==> config.mk <==
export PLATFORM = sky130hd
export DESIGN_NAME = exec_cluster_top
export DESIGN_NICKNAME = d
export VERILOG_FILES = /design/src/logic/ooo_pkg.sv /design/src/logic/issue_station.sv /design/src/logic/alu_unit.sv /design/src/logic/mul_unit.sv /design/src/logic/cdb_arbiter.sv /design/src/logic/exec_cluster_top.sv
export SDC_FILE = /design/constraint.sdc
export NUM_CORES = 2
export LEC_CHECK = 0
export ABC_AREA = 1
export ABC_CLOCK_PERIOD_IN_PS = 9200
export CORE_MARGIN = 2
export CORE_UTILIZATION = 50
export DETAILED_ROUTE_END_ITERATION = 6
export DONT_BUFFER_PORTS = 1
export PLACE_DENSITY = 0.73
export REMOVE_ABC_BUFFERS = 1
export SETUP_SLACK_MARGIN = 0.1
export SLEW_MARGIN = 15
export SYNTH_ARGS = -nofsm -noshare
export SYNTH_HDL_FRONTEND = slang
export SYNTH_SLANG_ARGS = --single-unit
==> constraint.sdc <==
create_clock -name clk -period 9.2 [get_ports clk]
set_input_delay 2.76 -clock clk [delete_from_list [all_inputs] [get_ports clk]]
set_output_delay 2.76 -clock clk [all_outputs]
set_load 0.01 [all_outputs]
==> src/logic/ooo_pkg.sv <==
package ooo_pkg;

    // Physical register tag width
    localparam int TAG_BITS = 6;

    // Data path width for RV32I
    localparam int XLEN = 32;

    // Operation width, matches the enum encoding below
    localparam int OP_BITS = 3;

    // Renamed operation kinds
    // ALU kinds first, the only multiplier kind last
    typedef enum logic [OP_BITS-1:0] {
        // rd = rs1 + rs2
        ADD = 3'd0,
        // rd = rs1 - rs2
        SUB = 3'd1,
        // Bitwise and
        AND = 3'd2,
        // Bitwise or
        OR  = 3'd3,
        // Bitwise exclusive or
        XOR = 3'd4,
        // Left shift by rs2[4:0]
        SLL = 3'd5,
        // Logical right shift by rs2[4:0]
        SRL = 3'd6,
        // Low 32 bits of rs1 * rs2
        MUL = 3'd7
    } op_kind_t;

    // Unit classification
    // True only for operations that go to the multiplier,
    // everything else runs on the ALU
    function automatic logic is_mul_op(op_kind_t op);
        return op == MUL;
    endfunction

endpackage

==> src/logic/issue_station.sv <==
module issue_station
    import ooo_pkg::*;
#(
    parameter int STATION_DEPTH = 8
) (
    input  logic                clk,
    input  logic                rst,
    // Dispatch side, one instruction per cycle under credit control
    input  logic                dispatch_valid,
    input  op_kind_t            dispatch_op,
    input  logic [TAG_BITS-1:0] dispatch_dest_tag,
    input  logic [TAG_BITS-1:0] dispatch_src1_tag,
    input  logic                dispatch_src1_ready,
    input  logic [XLEN-1:0]     dispatch_src1_value,
    input  logic [TAG_BITS-1:0] dispatch_src2_tag,
    input  logic                dispatch_src2_ready,
    input  logic [XLEN-1:0]     dispatch_src2_value,
    // Unit availability
    input  logic                alu_free,
    input  logic                mul_free,
    // Common data bus for wakeup
    input  logic                cdb_valid,
    input  logic [TAG_BITS-1:0] cdb_tag,
    input  logic [XLEN-1:0]     cdb_value,
    // Issue to the ALU
    output logic                alu_issue,
    output op_kind_t            issue_op,
    output logic [XLEN-1:0]     alu_src1,
    output logic [XLEN-1:0]     alu_src2,
    output logic [TAG_BITS-1:0] alu_dest_tag,
    // Issue to the multiplier
    output logic                mul_issue,
    output logic [XLEN-1:0]     mul_src1,
    output logic [XLEN-1:0]     mul_src2,
    output logic [TAG_BITS-1:0] mul_dest_tag,
    // Entries freed last cycle, 0 to 2
    output logic [1:0]          credit_return
);

    localparam int IDX_BITS = $clog2(STATION_DEPTH);

    // Occupancy per entry
    logic [STATION_DEPTH-1:0] ent_valid;

    // Entry payload
    op_kind_t            ent_op       [STATION_DEPTH];
    logic [TAG_BITS-1:0] ent_dest     [STATION_DEPTH];
    logic [TAG_BITS-1:0] ent_src1_tag [STATION_DEPTH];
    logic [TAG_BITS-1:0] ent_src2_tag [STATION_DEPTH];
    logic [XLEN-1:0]     ent_src1_val [STATION_DEPTH];
    logic [XLEN-1:0]     ent_src2_val [STATION_DEPTH];
    logic [STATION_DEPTH-1:0] ent_src1_rdy;
    logic [STATION_DEPTH-1:0] ent_src2_rdy;

    // Selection results
    logic [IDX_BITS-1:0] ins_idx;
    logic [IDX_BITS-1:0] alu_idx;
    logic [IDX_BITS-1:0] mul_idx;
    logic                alu_found;
    logic                mul_found;

    // Broadcast that matches a source being dispatched right now
    logic src1_hit;
    logic src2_hit;

    assign src1_hit = cdb_valid && !dispatch_src1_ready && (cdb_tag == dispatch_src1_tag);
    assign src2_hit = cdb_valid && !dispatch_src2_ready && (cdb_tag == dispatch_src2_tag);

    // Priority pick, scanning down so the lowest index wins
    always_comb begin
        ins_idx   = '0;
        alu_idx   = '0;
        mul_idx   = '0;
        alu_found = 1'b0;
        mul_found = 1'b0;
        for (int i = STATION_DEPTH - 1; i >= 0; i--) begin
            if (!ent_valid[i]) begin
                ins_idx = IDX_BITS'(i);
            end
            if (ent_valid[i] && ent_src1_rdy[i] && ent_src2_rdy[i]) begin
                if (is_mul_op(ent_op[i])) begin
                    mul_idx   = IDX_BITS'(i);
                    mul_found = 1'b1;
                end else begin
                    alu_idx   = IDX_BITS'(i);
                    alu_found = 1'b1;
                end
            end
        end
    end

    // Issue only into a unit that can take it this cycle
    assign alu_issue = alu_found && alu_free;
    assign mul_issue = mul_found && mul_free;

    assign issue_op     = ent_op[alu_idx];
    assign alu_src1     = ent_src1_val[alu_idx];
    assign alu_src2     = ent_src2_val[alu_idx];
    assign alu_dest_tag = ent_dest[alu_idx];

    assign mul_src1     = ent_src1_val[mul_idx];
    assign mul_src2     = ent_src2_val[mul_idx];
    assign mul_dest_tag = ent_dest[mul_idx];

    // Occupancy and credit count
    always_ff @(posedge clk) begin
        if (rst) begin
            ent_valid     <= '0;
            credit_return <= '0;
        end else begin
            if (alu_issue) begin
                ent_valid[alu_idx] <= 1'b0;
            end
            if (mul_issue) begin
                ent_valid[mul_idx] <= 1'b0;
            end
            // The insert slot is free, so it never collides with an issuing entry
            if (dispatch_valid) begin
                ent_valid[ins_idx] <= 1'b1;
            end
            credit_return <= {1'b0, alu_issue} + {1'b0, mul_issue};
        end
    end

    // Wakeup and insert
    always_ff @(posedge clk) begin
        for (int i = 0; i < STATION_DEPTH; i++) begin
            if (cdb_valid && !ent_src1_rdy[i] && (ent_src1_tag[i] == cdb_tag)) begin
                ent_src1_rdy[i] <= 1'b1;
                ent_src1_val[i] <= cdb_value;
            end
            if (cdb_valid && !ent_src2_rdy[i] && (ent_src2_tag[i] == cdb_tag)) begin
                ent_src2_rdy[i] <= 1'b1;
                ent_src2_val[i] <= cdb_value;
            end
        end
        // New entry overrides any wakeup on its slot
        if (dispatch_valid) begin
            ent_op[ins_idx]       <= dispatch_op;
            ent_dest[ins_idx]     <= dispatch_dest_tag;
            ent_src1_tag[ins_idx] <= dispatch_src1_tag;
            ent_src2_tag[ins_idx] <= dispatch_src2_tag;
            ent_src1_rdy[ins_idx] <= dispatch_src1_ready || src1_hit;
            ent_src2_rdy[ins_idx] <= dispatch_src2_ready || src2_hit;
            // Take the bus value when the producer broadcasts this same cycle
            ent_src1_val[ins_idx] <= dispatch_src1_ready ? dispatch_src1_value : cdb_value;
            ent_src2_val[ins_idx] <= dispatch_src2_ready ? dispatch_src2_value : cdb_value;
        end
    end

endmodule

==> src/logic/alu_unit.sv <==
module alu_unit
    import ooo_pkg::*;
(
    input  logic                clk,
    input  logic                rst,
    // Issue from the station
    input  logic                issue,
    input  op_kind_t            op,
    input  logic [XLEN-1:0]     src1,
    input  logic [XLEN-1:0]     src2,
    input  logic [TAG_BITS-1:0] dest_tag,
    // Bus grant for the held result
    input  logic                grant,
    output logic                free,
    output logic                req,
    output logic [TAG_BITS-1:0] result_tag,
    output logic [XLEN-1:0]     result_value
);

    logic [XLEN-1:0] alu_out;
    logic [4:0]      shamt;

    // RV32I shifts use only the low five bits
    assign shamt = src2[4:0];

    always_comb begin
        case (op)
            ADD:     alu_out = src1 + src2;
            SUB:     alu_out = src1 - src2;
            AND:     alu_out = src1 & src2;
            OR:      alu_out = src1 | src2;
            XOR:     alu_out = src1 ^ src2;
            SLL:     alu_out = src1 << shamt;
            SRL:     alu_out = src1 >> shamt;
            // MUL never reaches this unit
            default: alu_out = '0;
        endcase
    end

    // Empty register, or one that drains this cycle
    assign free = !req || grant;

    // Result valid flag
    always_ff @(posedge clk) begin
        if (rst) begin
            req <= 1'b0;
        end else if (issue) begin
            req <= 1'b1;
        end else if (grant) begin
            req <= 1'b0;
        end
    end

    always_ff @(posedge clk) begin
        if (issue) begin
            result_tag   <= dest_tag;
            result_value <= alu_out;
        end
    end

endmodule

==> src/logic/mul_unit.sv <==
module mul_unit
    import ooo_pkg::*;
#(
    parameter int MUL_STAGES = 3
) (
    input  logic                clk,
    input  logic                rst,
    input  logic                issue,
    input  logic [XLEN-1:0]     src1,
    input  logic [XLEN-1:0]     src2,
    input  logic [TAG_BITS-1:0] dest_tag,
    input  logic                grant,
    output logic                free,
    output logic                req,
    output logic [TAG_BITS-1:0] result_tag,
    output logic [XLEN-1:0]     result_value
);

    // Multiplier bits handled per stage, src2 padded to a whole number of chunks
    localparam int CHUNK    = (XLEN + MUL_STAGES - 1) / MUL_STAGES;
    localparam int PAD_BITS = CHUNK * MUL_STAGES;

    // Stage 0 holds operands, stage k holds the sum of the first k partials
    logic [MUL_STAGES:0] stage_valid;
    logic [TAG_BITS-1:0] stage_tag [MUL_STAGES+1];
    logic [XLEN-1:0]     stage_a   [MUL_STAGES];
    logic [PAD_BITS-1:0] stage_b   [MUL_STAGES];
    logic [XLEN-1:0]     stage_acc [MUL_STAGES];
    logic [XLEN-1:0]     partial   [MUL_STAGES];
    logic                advance;

    // Whole pipe freezes while the last stage waits for the bus
    assign advance = !(stage_valid[MUL_STAGES] && !grant);
    assign free    = advance;

    // Partial product of one chunk, truncated to the low word
    always_comb begin
        for (int j = 0; j < MUL_STAGES; j++) begin
            partial[j] = (stage_a[j] * XLEN'(stage_b[j][j*CHUNK +: CHUNK])) << (j * CHUNK);
        end
    end

    always_ff @(posedge clk) begin
        if (rst) begin
            stage_valid <= '0;
        end else if (advance) begin
            stage_valid <= {stage_valid[MUL_STAGES-1:0], issue};
        end
    end

    always_ff @(posedge clk) begin
        if (advance) begin
            stage_tag[0] <= dest_tag;
            stage_a[0]   <= src1;
            stage_b[0]   <= PAD_BITS'(src2);
            stage_acc[0] <= partial[0];
            for (int k = 1; k <= MUL_STAGES; k++) begin
                stage_tag[k] <= stage_tag[k-1];
            end
            for (int k = 1; k < MUL_STAGES; k++) begin
                stage_a[k]   <= stage_a[k-1];
                stage_b[k]   <= stage_b[k-1];
                stage_acc[k] <= stage_acc[k-1] + partial[k];
            end
        end
    end

    assign req          = stage_valid[MUL_STAGES];
    assign result_tag   = stage_tag[MUL_STAGES];
    assign result_value = stage_acc[MUL_STAGES-1];

endmodule

==> src/logic/cdb_arbiter.sv <==
module cdb_arbiter
    import ooo_pkg::*;
(
    input  logic                clk,
    input  logic                rst,
    // ALU result offer
    input  logic                alu_req,
    input  logic [TAG_BITS-1:0] alu_tag,
    input  logic [XLEN-1:0]     alu_value,
    // Multiplier result offer
    input  logic                mul_req,
    input  logic [TAG_BITS-1:0] mul_tag,
    input  logic [XLEN-1:0]     mul_value,
    output logic                alu_grant,
    output logic                mul_grant,
    // Common data bus
    output logic                cdb_valid,
    output logic [TAG_BITS-1:0] cdb_tag,
    output logic [XLEN-1:0]     cdb_value
);

    // Set when the multiplier won the last grant
    logic last_mul;

    // Lone request wins at once
    // On a tie the unit that lost last time goes first
    assign alu_grant = alu_req && (!mul_req || last_mul);
    assign mul_grant = mul_req && !alu_grant;

    always_ff @(posedge clk) begin
        if (rst) begin
            last_mul <= 1'b0;
        end else if (alu_grant) begin
            last_mul <= 1'b0;
        end else if (mul_grant) begin
            last_mul <= 1'b1;
        end
    end

    // Payload mux follows the grant in the same cycle
    assign cdb_valid = alu_req || mul_req;
    assign cdb_tag   = alu_grant ? alu_tag : mul_tag;
    assign cdb_value = alu_grant ? alu_value : mul_value;

endmodule

==> src/logic/exec_cluster_top.sv <==
module exec_cluster_top
    import ooo_pkg::*;
#(
    parameter int STATION_DEPTH = 8,
    parameter int MUL_STAGES    = 3
) (
    input  logic                clk,
    input  logic                rst,
    input  logic                dispatch_valid,
    input  op_kind_t            dispatch_op,
    input  logic [TAG_BITS-1:0] dispatch_dest_tag,
    input  logic [TAG_BITS-1:0] dispatch_src1_tag,
    input  logic                dispatch_src1_ready,
    input  logic [XLEN-1:0]     dispatch_src1_value,
    input  logic [TAG_BITS-1:0] dispatch_src2_tag,
    input  logic                dispatch_src2_ready,
    input  logic [XLEN-1:0]     dispatch_src2_value,
    output logic [1:0]          credit_return,
    output logic                cdb_valid,
    output logic [TAG_BITS-1:0] cdb_tag,
    output logic [XLEN-1:0]     cdb_value
);

    // Station to ALU
    logic                alu_issue;
    op_kind_t            issue_op;
    logic [XLEN-1:0]     alu_src1;
    logic [XLEN-1:0]     alu_src2;
    logic [TAG_BITS-1:0] alu_dest_tag;
    logic                alu_free;

    // Station to multiplier
    logic                mul_issue;
    logic [XLEN-1:0]     mul_src1;
    logic [XLEN-1:0]     mul_src2;
    logic [TAG_BITS-1:0] mul_dest_tag;
    logic                mul_free;

    // Units to arbiter
    logic                alu_req;
    logic [TAG_BITS-1:0] alu_res_tag;
    logic [XLEN-1:0]     alu_res_value;
    logic                alu_grant;
    logic                mul_req;
    logic [TAG_BITS-1:0] mul_res_tag;
    logic [XLEN-1:0]     mul_res_value;
    logic                mul_grant;

    issue_station #(
        .STATION_DEPTH(STATION_DEPTH)
    ) issue_station_i (
        .clk                (clk),
        .rst                (rst),
        .dispatch_valid     (dispatch_valid),
        .dispatch_op        (dispatch_op),
        .dispatch_dest_tag  (dispatch_dest_tag),
        .dispatch_src1_tag  (dispatch_src1_tag),
        .dispatch_src1_ready(dispatch_src1_ready),
        .dispatch_src1_value(dispatch_src1_value),
        .dispatch_src2_tag  (dispatch_src2_tag),
        .dispatch_src2_ready(dispatch_src2_ready),
        .dispatch_src2_value(dispatch_src2_value),
        .alu_free           (alu_free),
        .mul_free           (mul_free),
        // Bus loops back for wakeup
        .cdb_valid          (cdb_valid),
        .cdb_tag            (cdb_tag),
        .cdb_value          (cdb_value),
        .alu_issue          (alu_issue),
        .issue_op           (issue_op),
        .alu_src1           (alu_src1),
        .alu_src2           (alu_src2),
        .alu_dest_tag       (alu_dest_tag),
        .mul_issue          (mul_issue),
        .mul_src1           (mul_src1),
        .mul_src2           (mul_src2),
        .mul_dest_tag       (mul_dest_tag),
        .credit_return      (credit_return)
    );

    alu_unit alu_unit_i (
        .clk         (clk),
        .rst         (rst),
        .issue       (alu_issue),
        .op          (issue_op),
        .src1        (alu_src1),
        .src2        (alu_src2),
        .dest_tag    (alu_dest_tag),
        .grant       (alu_grant),
        .free        (alu_free),
        .req         (alu_req),
        .result_tag  (alu_res_tag),
        .result_value(alu_res_value)
    );

    mul_unit #(
        .MUL_STAGES(MUL_STAGES)
    ) mul_unit_i (
        .clk         (clk),
        .rst         (rst),
        .issue       (mul_issue),
        .src1        (mul_src1),
        .src2        (mul_src2),
        .dest_tag    (mul_dest_tag),
        .grant       (mul_grant),
        .free        (mul_free),
        .req         (mul_req),
        .result_tag  (mul_res_tag),
        .result_value(mul_res_value)
    );

    cdb_arbiter cdb_arbiter_i (
        .clk      (clk),
        .rst      (rst),
        .alu_req  (alu_req),
        .alu_tag  (alu_res_tag),
        .alu_value(alu_res_value),
        .mul_req  (mul_req),
        .mul_tag  (mul_res_tag),
        .mul_value(mul_res_value),
        .alu_grant(alu_grant),
        .mul_grant(mul_grant),
        .cdb_valid(cdb_valid),
        .cdb_tag  (cdb_tag),
        .cdb_value(cdb_value)
    );

endmodule

---- Yosys cells after proc, flatten, opt, wreduce, memory -nomap -nowiden ----
Memory sizes are Yosys's and may differ from the RTL's. A register that Yosys moved wholly into a read port is not among the register bits.
Cells that the tools add are included.
storage, ports and cells
  latch bits .............................. 0
  ROM bits ................................ 0
  register bits ........................... 64
  bits of input ports ..................... 90
  bits in writable memories ............... 995
  output and inout bits ................... 41
  memories kept ........................... 10
cells by class
  reduce and logical (&&, ||, !) cells .... 91
  shifts and indexed selects .............. 2
  bitwise logic cells ..................... 8
  multiplexer cells ....................... 145
  $add $sub $neg .......................... 5
  $mul .................................... 3
  div/mod/pow operators ................... 0
  equal/unequal tests ..................... 32
  magnitude comparators ................... 6
memories
  memory                        depth  bits a word  rd ports  clocked after Yosys merged registers in  write ports  RTL line             RTL
  issue_station_i.ent_src1_val  8      32           2         0                                        9            issue_station.sv:50  logic [XLEN-1:0] ent_src1_val [STATION_DEPTH];
  issue_station_i.ent_src2_val  8      32           2         0                                        9            issue_station.sv:51  logic [XLEN-1:0] ent_src2_val [STATION_DEPTH];
  mul_unit_i.stage_b            3      33           3         0                                        3            mul_unit.sv:27       logic [PAD_BITS-1:0] stage_b [MUL_STAGES];
  mul_unit_i.stage_a            3      32           3         0                                        3            mul_unit.sv:26       logic [XLEN-1:0] stage_a [MUL_STAGES];
  mul_unit_i.stage_acc          3      32           3         0                                        3            mul_unit.sv:28       logic [XLEN-1:0] stage_acc [MUL_STAGES];
  issue_station_i.ent_dest      8      6            2         1                                        1            issue_station.sv:47  logic [TAG_BITS-1:0] ent_dest [STATION_DEPTH];
  4 more memories               n/a    n/a          n/a       n/a                                      n/a          n/a
operator list
  operator              number
  $pmux W32 S7          1
  $mux W3               40
  $eq A6 B6 Y1          18
  $add A32 B32 Y32      3
  $mux W32              3
  $mux W1               88
  $logic_and A1 B1 Y1   60
  $mux W8               7
  $eq A3 B3 Y1 const B  11
  $and A32 B32 Y32      1
  $mul A32 B11 Y10      1
  $mul A32 B11 Y21      1
  $mul A32 B11 Y32      1
  $or A32 B32 Y32       1
  $shl A32 B5 Y32       1
  $shr A32 B5 Y32       1
  $sub A32 B32 Y32      1
  $xor A32 B32 Y32      1
  $logic_not A1 Y1      23
  $and A8 B8 Y8         2
  $bwmux W8             2
  $not A8 Y8            2
  $lt A3 B4 Y1 const B  3
  $demux W1 S3          3
  other kinds (10)      17

---- Longest topological paths before layout ----
An unclocked memory read counts as a cell.
  word-level depth ........................ 31
  depth in mapped cells ................... 40

---- Hierarchy ----
Synthesis repeated with hierarchy kept, for this count alone.
unflattened totals
  cell total of the unflattened synthesis .. 9666
  area, all modules ....................... 76484.6 µm²
modules (own cells, without submodules)
  module         cells an instance  instances  area each (µm²)
  issue_station  5153               1          41406.0
  mul_unit       2666               1          24831.3
  alu_unit       1711               1          9621.7
  cdb_arbiter    136                1          625.6

---- Worst setup path before layout ----
OpenSTA, ideal clock, no wires.
  kind .................................... flip-flop to flip-flop
  from .................................... reg mul_unit_i.stage_valid[3]
  to ...................................... reg issue_station_i.credit_return[0]
  arrival ................................. 7.597 ns
  setup slack ............................. 1.475 ns
  setup time .............................. 0.128 ns
  required time ........................... 9.072 ns
  stages on the path, launching flop included .. 11
  cell sequence ........................... dfxtp_1 > nand2_1 > nand2_1 > inv_1 > clkbuf_1 > nand2_1 > inv_1 > a21oi_1 > ha_1 > inv_1 > nor2_1
between the ends
  longest elaborated chain between the ends .. 10
ends and longest elaborated chain
  element                              RTL line              RTL
  start: declaration                   mul_unit.sv:24        logic [MUL_STAGES:0] stage_valid;
  start signal: assignment             mul_unit.sv:47        stage_valid <= {stage_valid[MUL_STAGES-1:0], issue};
  $logic_not A1 Y1                     cdb_arbiter.sv:27     assign alu_grant = alu_req && (!mul_req || last_mul);
  $logic_or A1 B1 Y1                   cdb_arbiter.sv:27
  $logic_and A1 B1 Y1                  cdb_arbiter.sv:27
  $logic_not A1 Y1                     cdb_arbiter.sv:28     assign mul_grant = mul_req && !alu_grant;
  $logic_and A1 B1 Y1                  cdb_arbiter.sv:28
  $logic_not A1 Y1                     mul_unit.sv:33        assign advance = !(stage_valid[MUL_STAGES] && !grant);
  $logic_and A1 B1 Y1 (*)              mul_unit.sv:33
  $logic_not A1 Y1 (*)                 mul_unit.sv:33
  $logic_and A1 B1 Y1 (*)              issue_station.sv:94   assign mul_issue = mul_found && mul_free;
  named net issue_station_i.mul_issue  issue_station.sv:32   output logic mul_issue,
  $add A1 B1 Y2 (*)                    issue_station.sv:121  credit_return <= {1'b0, alu_issue} + {1'b0, mul_issue};
  end signal: assignment               issue_station.sv:121
  end: declaration                     issue_station.sv:37   output logic [1:0] credit_return
The timed path passes the listed nets; every way through them passes the cells marked *.
A chain may end at the register's enable or synchronous reset.

==> impl_metrics.ini <==
[clock_network]
cts_hold_buf = 0
clock-root-buffer = clkbuf_16
clkTransAtPathRegs_ns = 0.07
clkSinkCount = 996
cts_resized = 0
cts.path.max_buffers = 3
htree_levels = 3
numCtsBuffers = 105
cts_setup_buffers = 0
cts_tree = yes
worstSkewPairLatency_ns = 0.77

[layout]
synthToLayoutAreaGrowth_pct = 6.84
drive_above_1_share_pct = 5.89
nets = 8585
instances_no_fill = 9886
fin_area_um2 = 75700

[hold_path]
worstHoldPathType = reg2reg

[grt]
grt_pass1_vias = 58400
grt_max_degree = 281
overflow = 0
grt_pass1_wl_um = 366000
grt.total_usage_pct = 33.7
antenna_found_initial = 25

[timing]
relSlewSlack_pct = 21.3
timing.final.crit_period_ns = 6.99
slew_viol_final = 0
rsz0062_at_grt = false
worstMarginPinSlew_ns = 1.18
fmax_mhz = 143
hold_viol_final = 0
fin_worst_skew_ns = 0.0405
setup_viol = 0
period_share_pct = 76.0

[routing]
viasPerCell = 6.11
met2_length_um = 109000
wl_met1_um = 90300
routed_wl_um = 248000
wl_per_cell_um = 25.1
met3_wirelength_um = 31900
drcViolationCount = 14
top_layer = met5
via_count = 60400
drt_iter0_drc = 8006
firstDrtPassIters = 7
ant_nets = 0

[outcome]
status = finished, violations left
failed_checks = design-rule violations

[floorplanning]
core-area_um2 = 141000
dieWidth_um = 381
io_pins = 131
initial_utilization_pct = 50.3
die_area_um2 = 145000
die_h_um = 381
fp-row-count = 138

[logic_synthesis]
synth-seq-cells = 996
yosys-top-cells-count = nand2_1 (1954), inv_1 (1059), edfxtp_1 (964)
seq_area_frac_synth_pct = 41.7
synth_area_leaders = edfxtp_1 (41%), nand2_1 (10%), fa_1 (10%), o21ai_0 (6.8%), inv_1 (5.6%)
synthDistinctLibCells = 61
synth-main-ff-cell = edfxtp_1
synth-edff-count = 964
synth_cells = 8149
synth_top_cell_by_area = edfxtp_1
yosysMostFrequentCell = nand2_1
syn-cell-area_um2 = 70900
yosys_warnings = 0
async_flop_share_pct = 0
syn-mean-instance-area_um2 = 8.70
synth_top_area_share_pct = 40.8

[setup_path]
r2r_end = mul_unit_i.stage_acc[0][63]
crit_top_cell = inv_1
crit_start = mul_unit_i.stage_b[0][47]
crit_type = reg2reg
cp-end-kind = flop
crit_slowest_cell = edfxtp_1
worstPathRequired_ns = 9.71
critPathLaunchType = flop
crit_fanout = 18
endpoint = mul_unit_i.stage_acc[0][63]
ff2ff_setup_slack_ns = 2.21
r2r_start = mul_unit_i.stage_b[0][47]
r2r_cells = 30
arrival_ns = 7.50
slowest_delay_ns = 0.78

[placed_design]
io_buffers = 0
place.gp.congestion = 1.03
dpl.hpwl_um = 169000
postPlaceCellArea_um2 = 72100
place_inst = 9676

[flow_run]
drv_cap = 0
## through the flow
step	utilization, %	hold WS, ns	worst slack (ns)	TNS (ns)
6_report	53.7	0.411	2.21	0
3_5_place_dp	51.1	0.405	2.22	0
2_1_floorplan	-	0.400	-3.38	-227.60
5_1_grt	53.7	0.417	1.60	0
3_3_place_gp	51.1	0.401	2.23	0
4_1_cts	53.7	0.413	2.19	0
## critical path, delay by kind of cell, from the launching register on
family / cells / cell delay, ns
XOR/XNOR: 2 / 0.34
adder cells (fa/ha/maj): 7 / 3.19
AO/OA/AOI/OAI: 8 / 1.46
buffers and inverters: 7 / 0.39
flip-flops: 1 / 0.78
AND/OR/NAND/NOR: 6 / 0.60
## layout make-up
cell class                 count  area, um2
inverter                    1085       4080
tap                         1890       2360
antenna                       15       37.5
multi-input combinational   5598      35200
sequential                   996      29600
clock buffer                 124       2750
timing repair buffer         107        853
clock inverter                71        892
fill                       12600      65300
## per-layer routing
| layer | global-route usage [%] | vias to the layer above |
|---|---|---|
| met3 | 8.49 | 835 |
| li1 | - | 26800 |
| met5 | 0 | - |
| met1 | 43.3 | 28800 |
| met2 | 51.7 | 3927 |
| met4 | 19.6 | 22 |
## cells in the final DEF (no fill, tap or decap), drive strengths merged, types with 11 or more instances in the layout
cell and n:
o21ai 1076, o211ai 146, nand3 456, o2111ai 85, inv 1084, clkinv 48
nand2 1969, ha 238, bufinv 17, xnor2 76, nand4 49, o21bai 11
a31oi 11, clkbuf 124, dfxtp 32, nand3b 50, a21oi 431, fa 364
nor3 33, edfxtp 964, a221oi 15, o22ai 26, nor2 332, or2 21
buf 107, diode 15, xor2 143
## state kept, by name (all words and copies together) (netlist names)
signal                         flops
mul_unit_i.stage_tag              24
mul_unit_i.stage_b                63
issue_station_i.ent_op            24
mul_unit_i.stage_valid             4
issue_station_i.ent_src2_val     256
issue_station_i.ent_src1_val     256
issue_station_i.ent_valid          8
alu_unit_i.req                     1
issue_station_i.ent_src1_tag      48
issue_station_i.ent_src1_rdy       8
issue_station_i.ent_src2_tag      48
issue_station_i.credit_return      2
cdb_arbiter_i.last_mul             1
issue_station_i.ent_dest          48
alu_unit_i.result_tag              6
mul_unit_i.stage_a                63
mul_unit_i.stage_acc              96
issue_station_i.ent_src2_rdy       8
alu_unit_i.result_value           32
## worst min path at each step
stage                           startpoint  slack, ns                           to  cells past startpoint
3_5_place_dp   mul_unit_i.stage_acc[0][49]       0.40  mul_unit_i.stage_acc[0][81]                      0
5_1_grt          mul_unit_i.stage_b[0][12]       0.42    mul_unit_i.stage_b[0][45]                      0
4_1_cts          mul_unit_i.stage_b[0][12]       0.41    mul_unit_i.stage_b[0][45]                      0
3_3_place_gp     mul_unit_i.stage_b[0][63]       0.40    mul_unit_i.stage_b[0][96]                      0
2_1_floorplan   mul_unit_i.stage_acc[0][0]       0.40  mul_unit_i.stage_acc[0][32]                      0
6_report         mul_unit_i.stage_b[0][12]       0.41    mul_unit_i.stage_b[0][45]                      0
## cells by family (layout without fill, tap and decap cells)
logic type      Yosys count  after routing  share of synthesized area (%)
fa+ha+maj               602            602                           14.5
simple gates           2916           2916                           17.4
flops                   996            996                           41.7
other cells               0             15                              0
buf+inv                1555           1387                           8.95
xor+xnor                219            219                           2.71
compound gates         1861           1861                           14.7
Power is not shown: default switching activity piles up to over one toggle a cycle in this logic, so the estimate is an artifact.
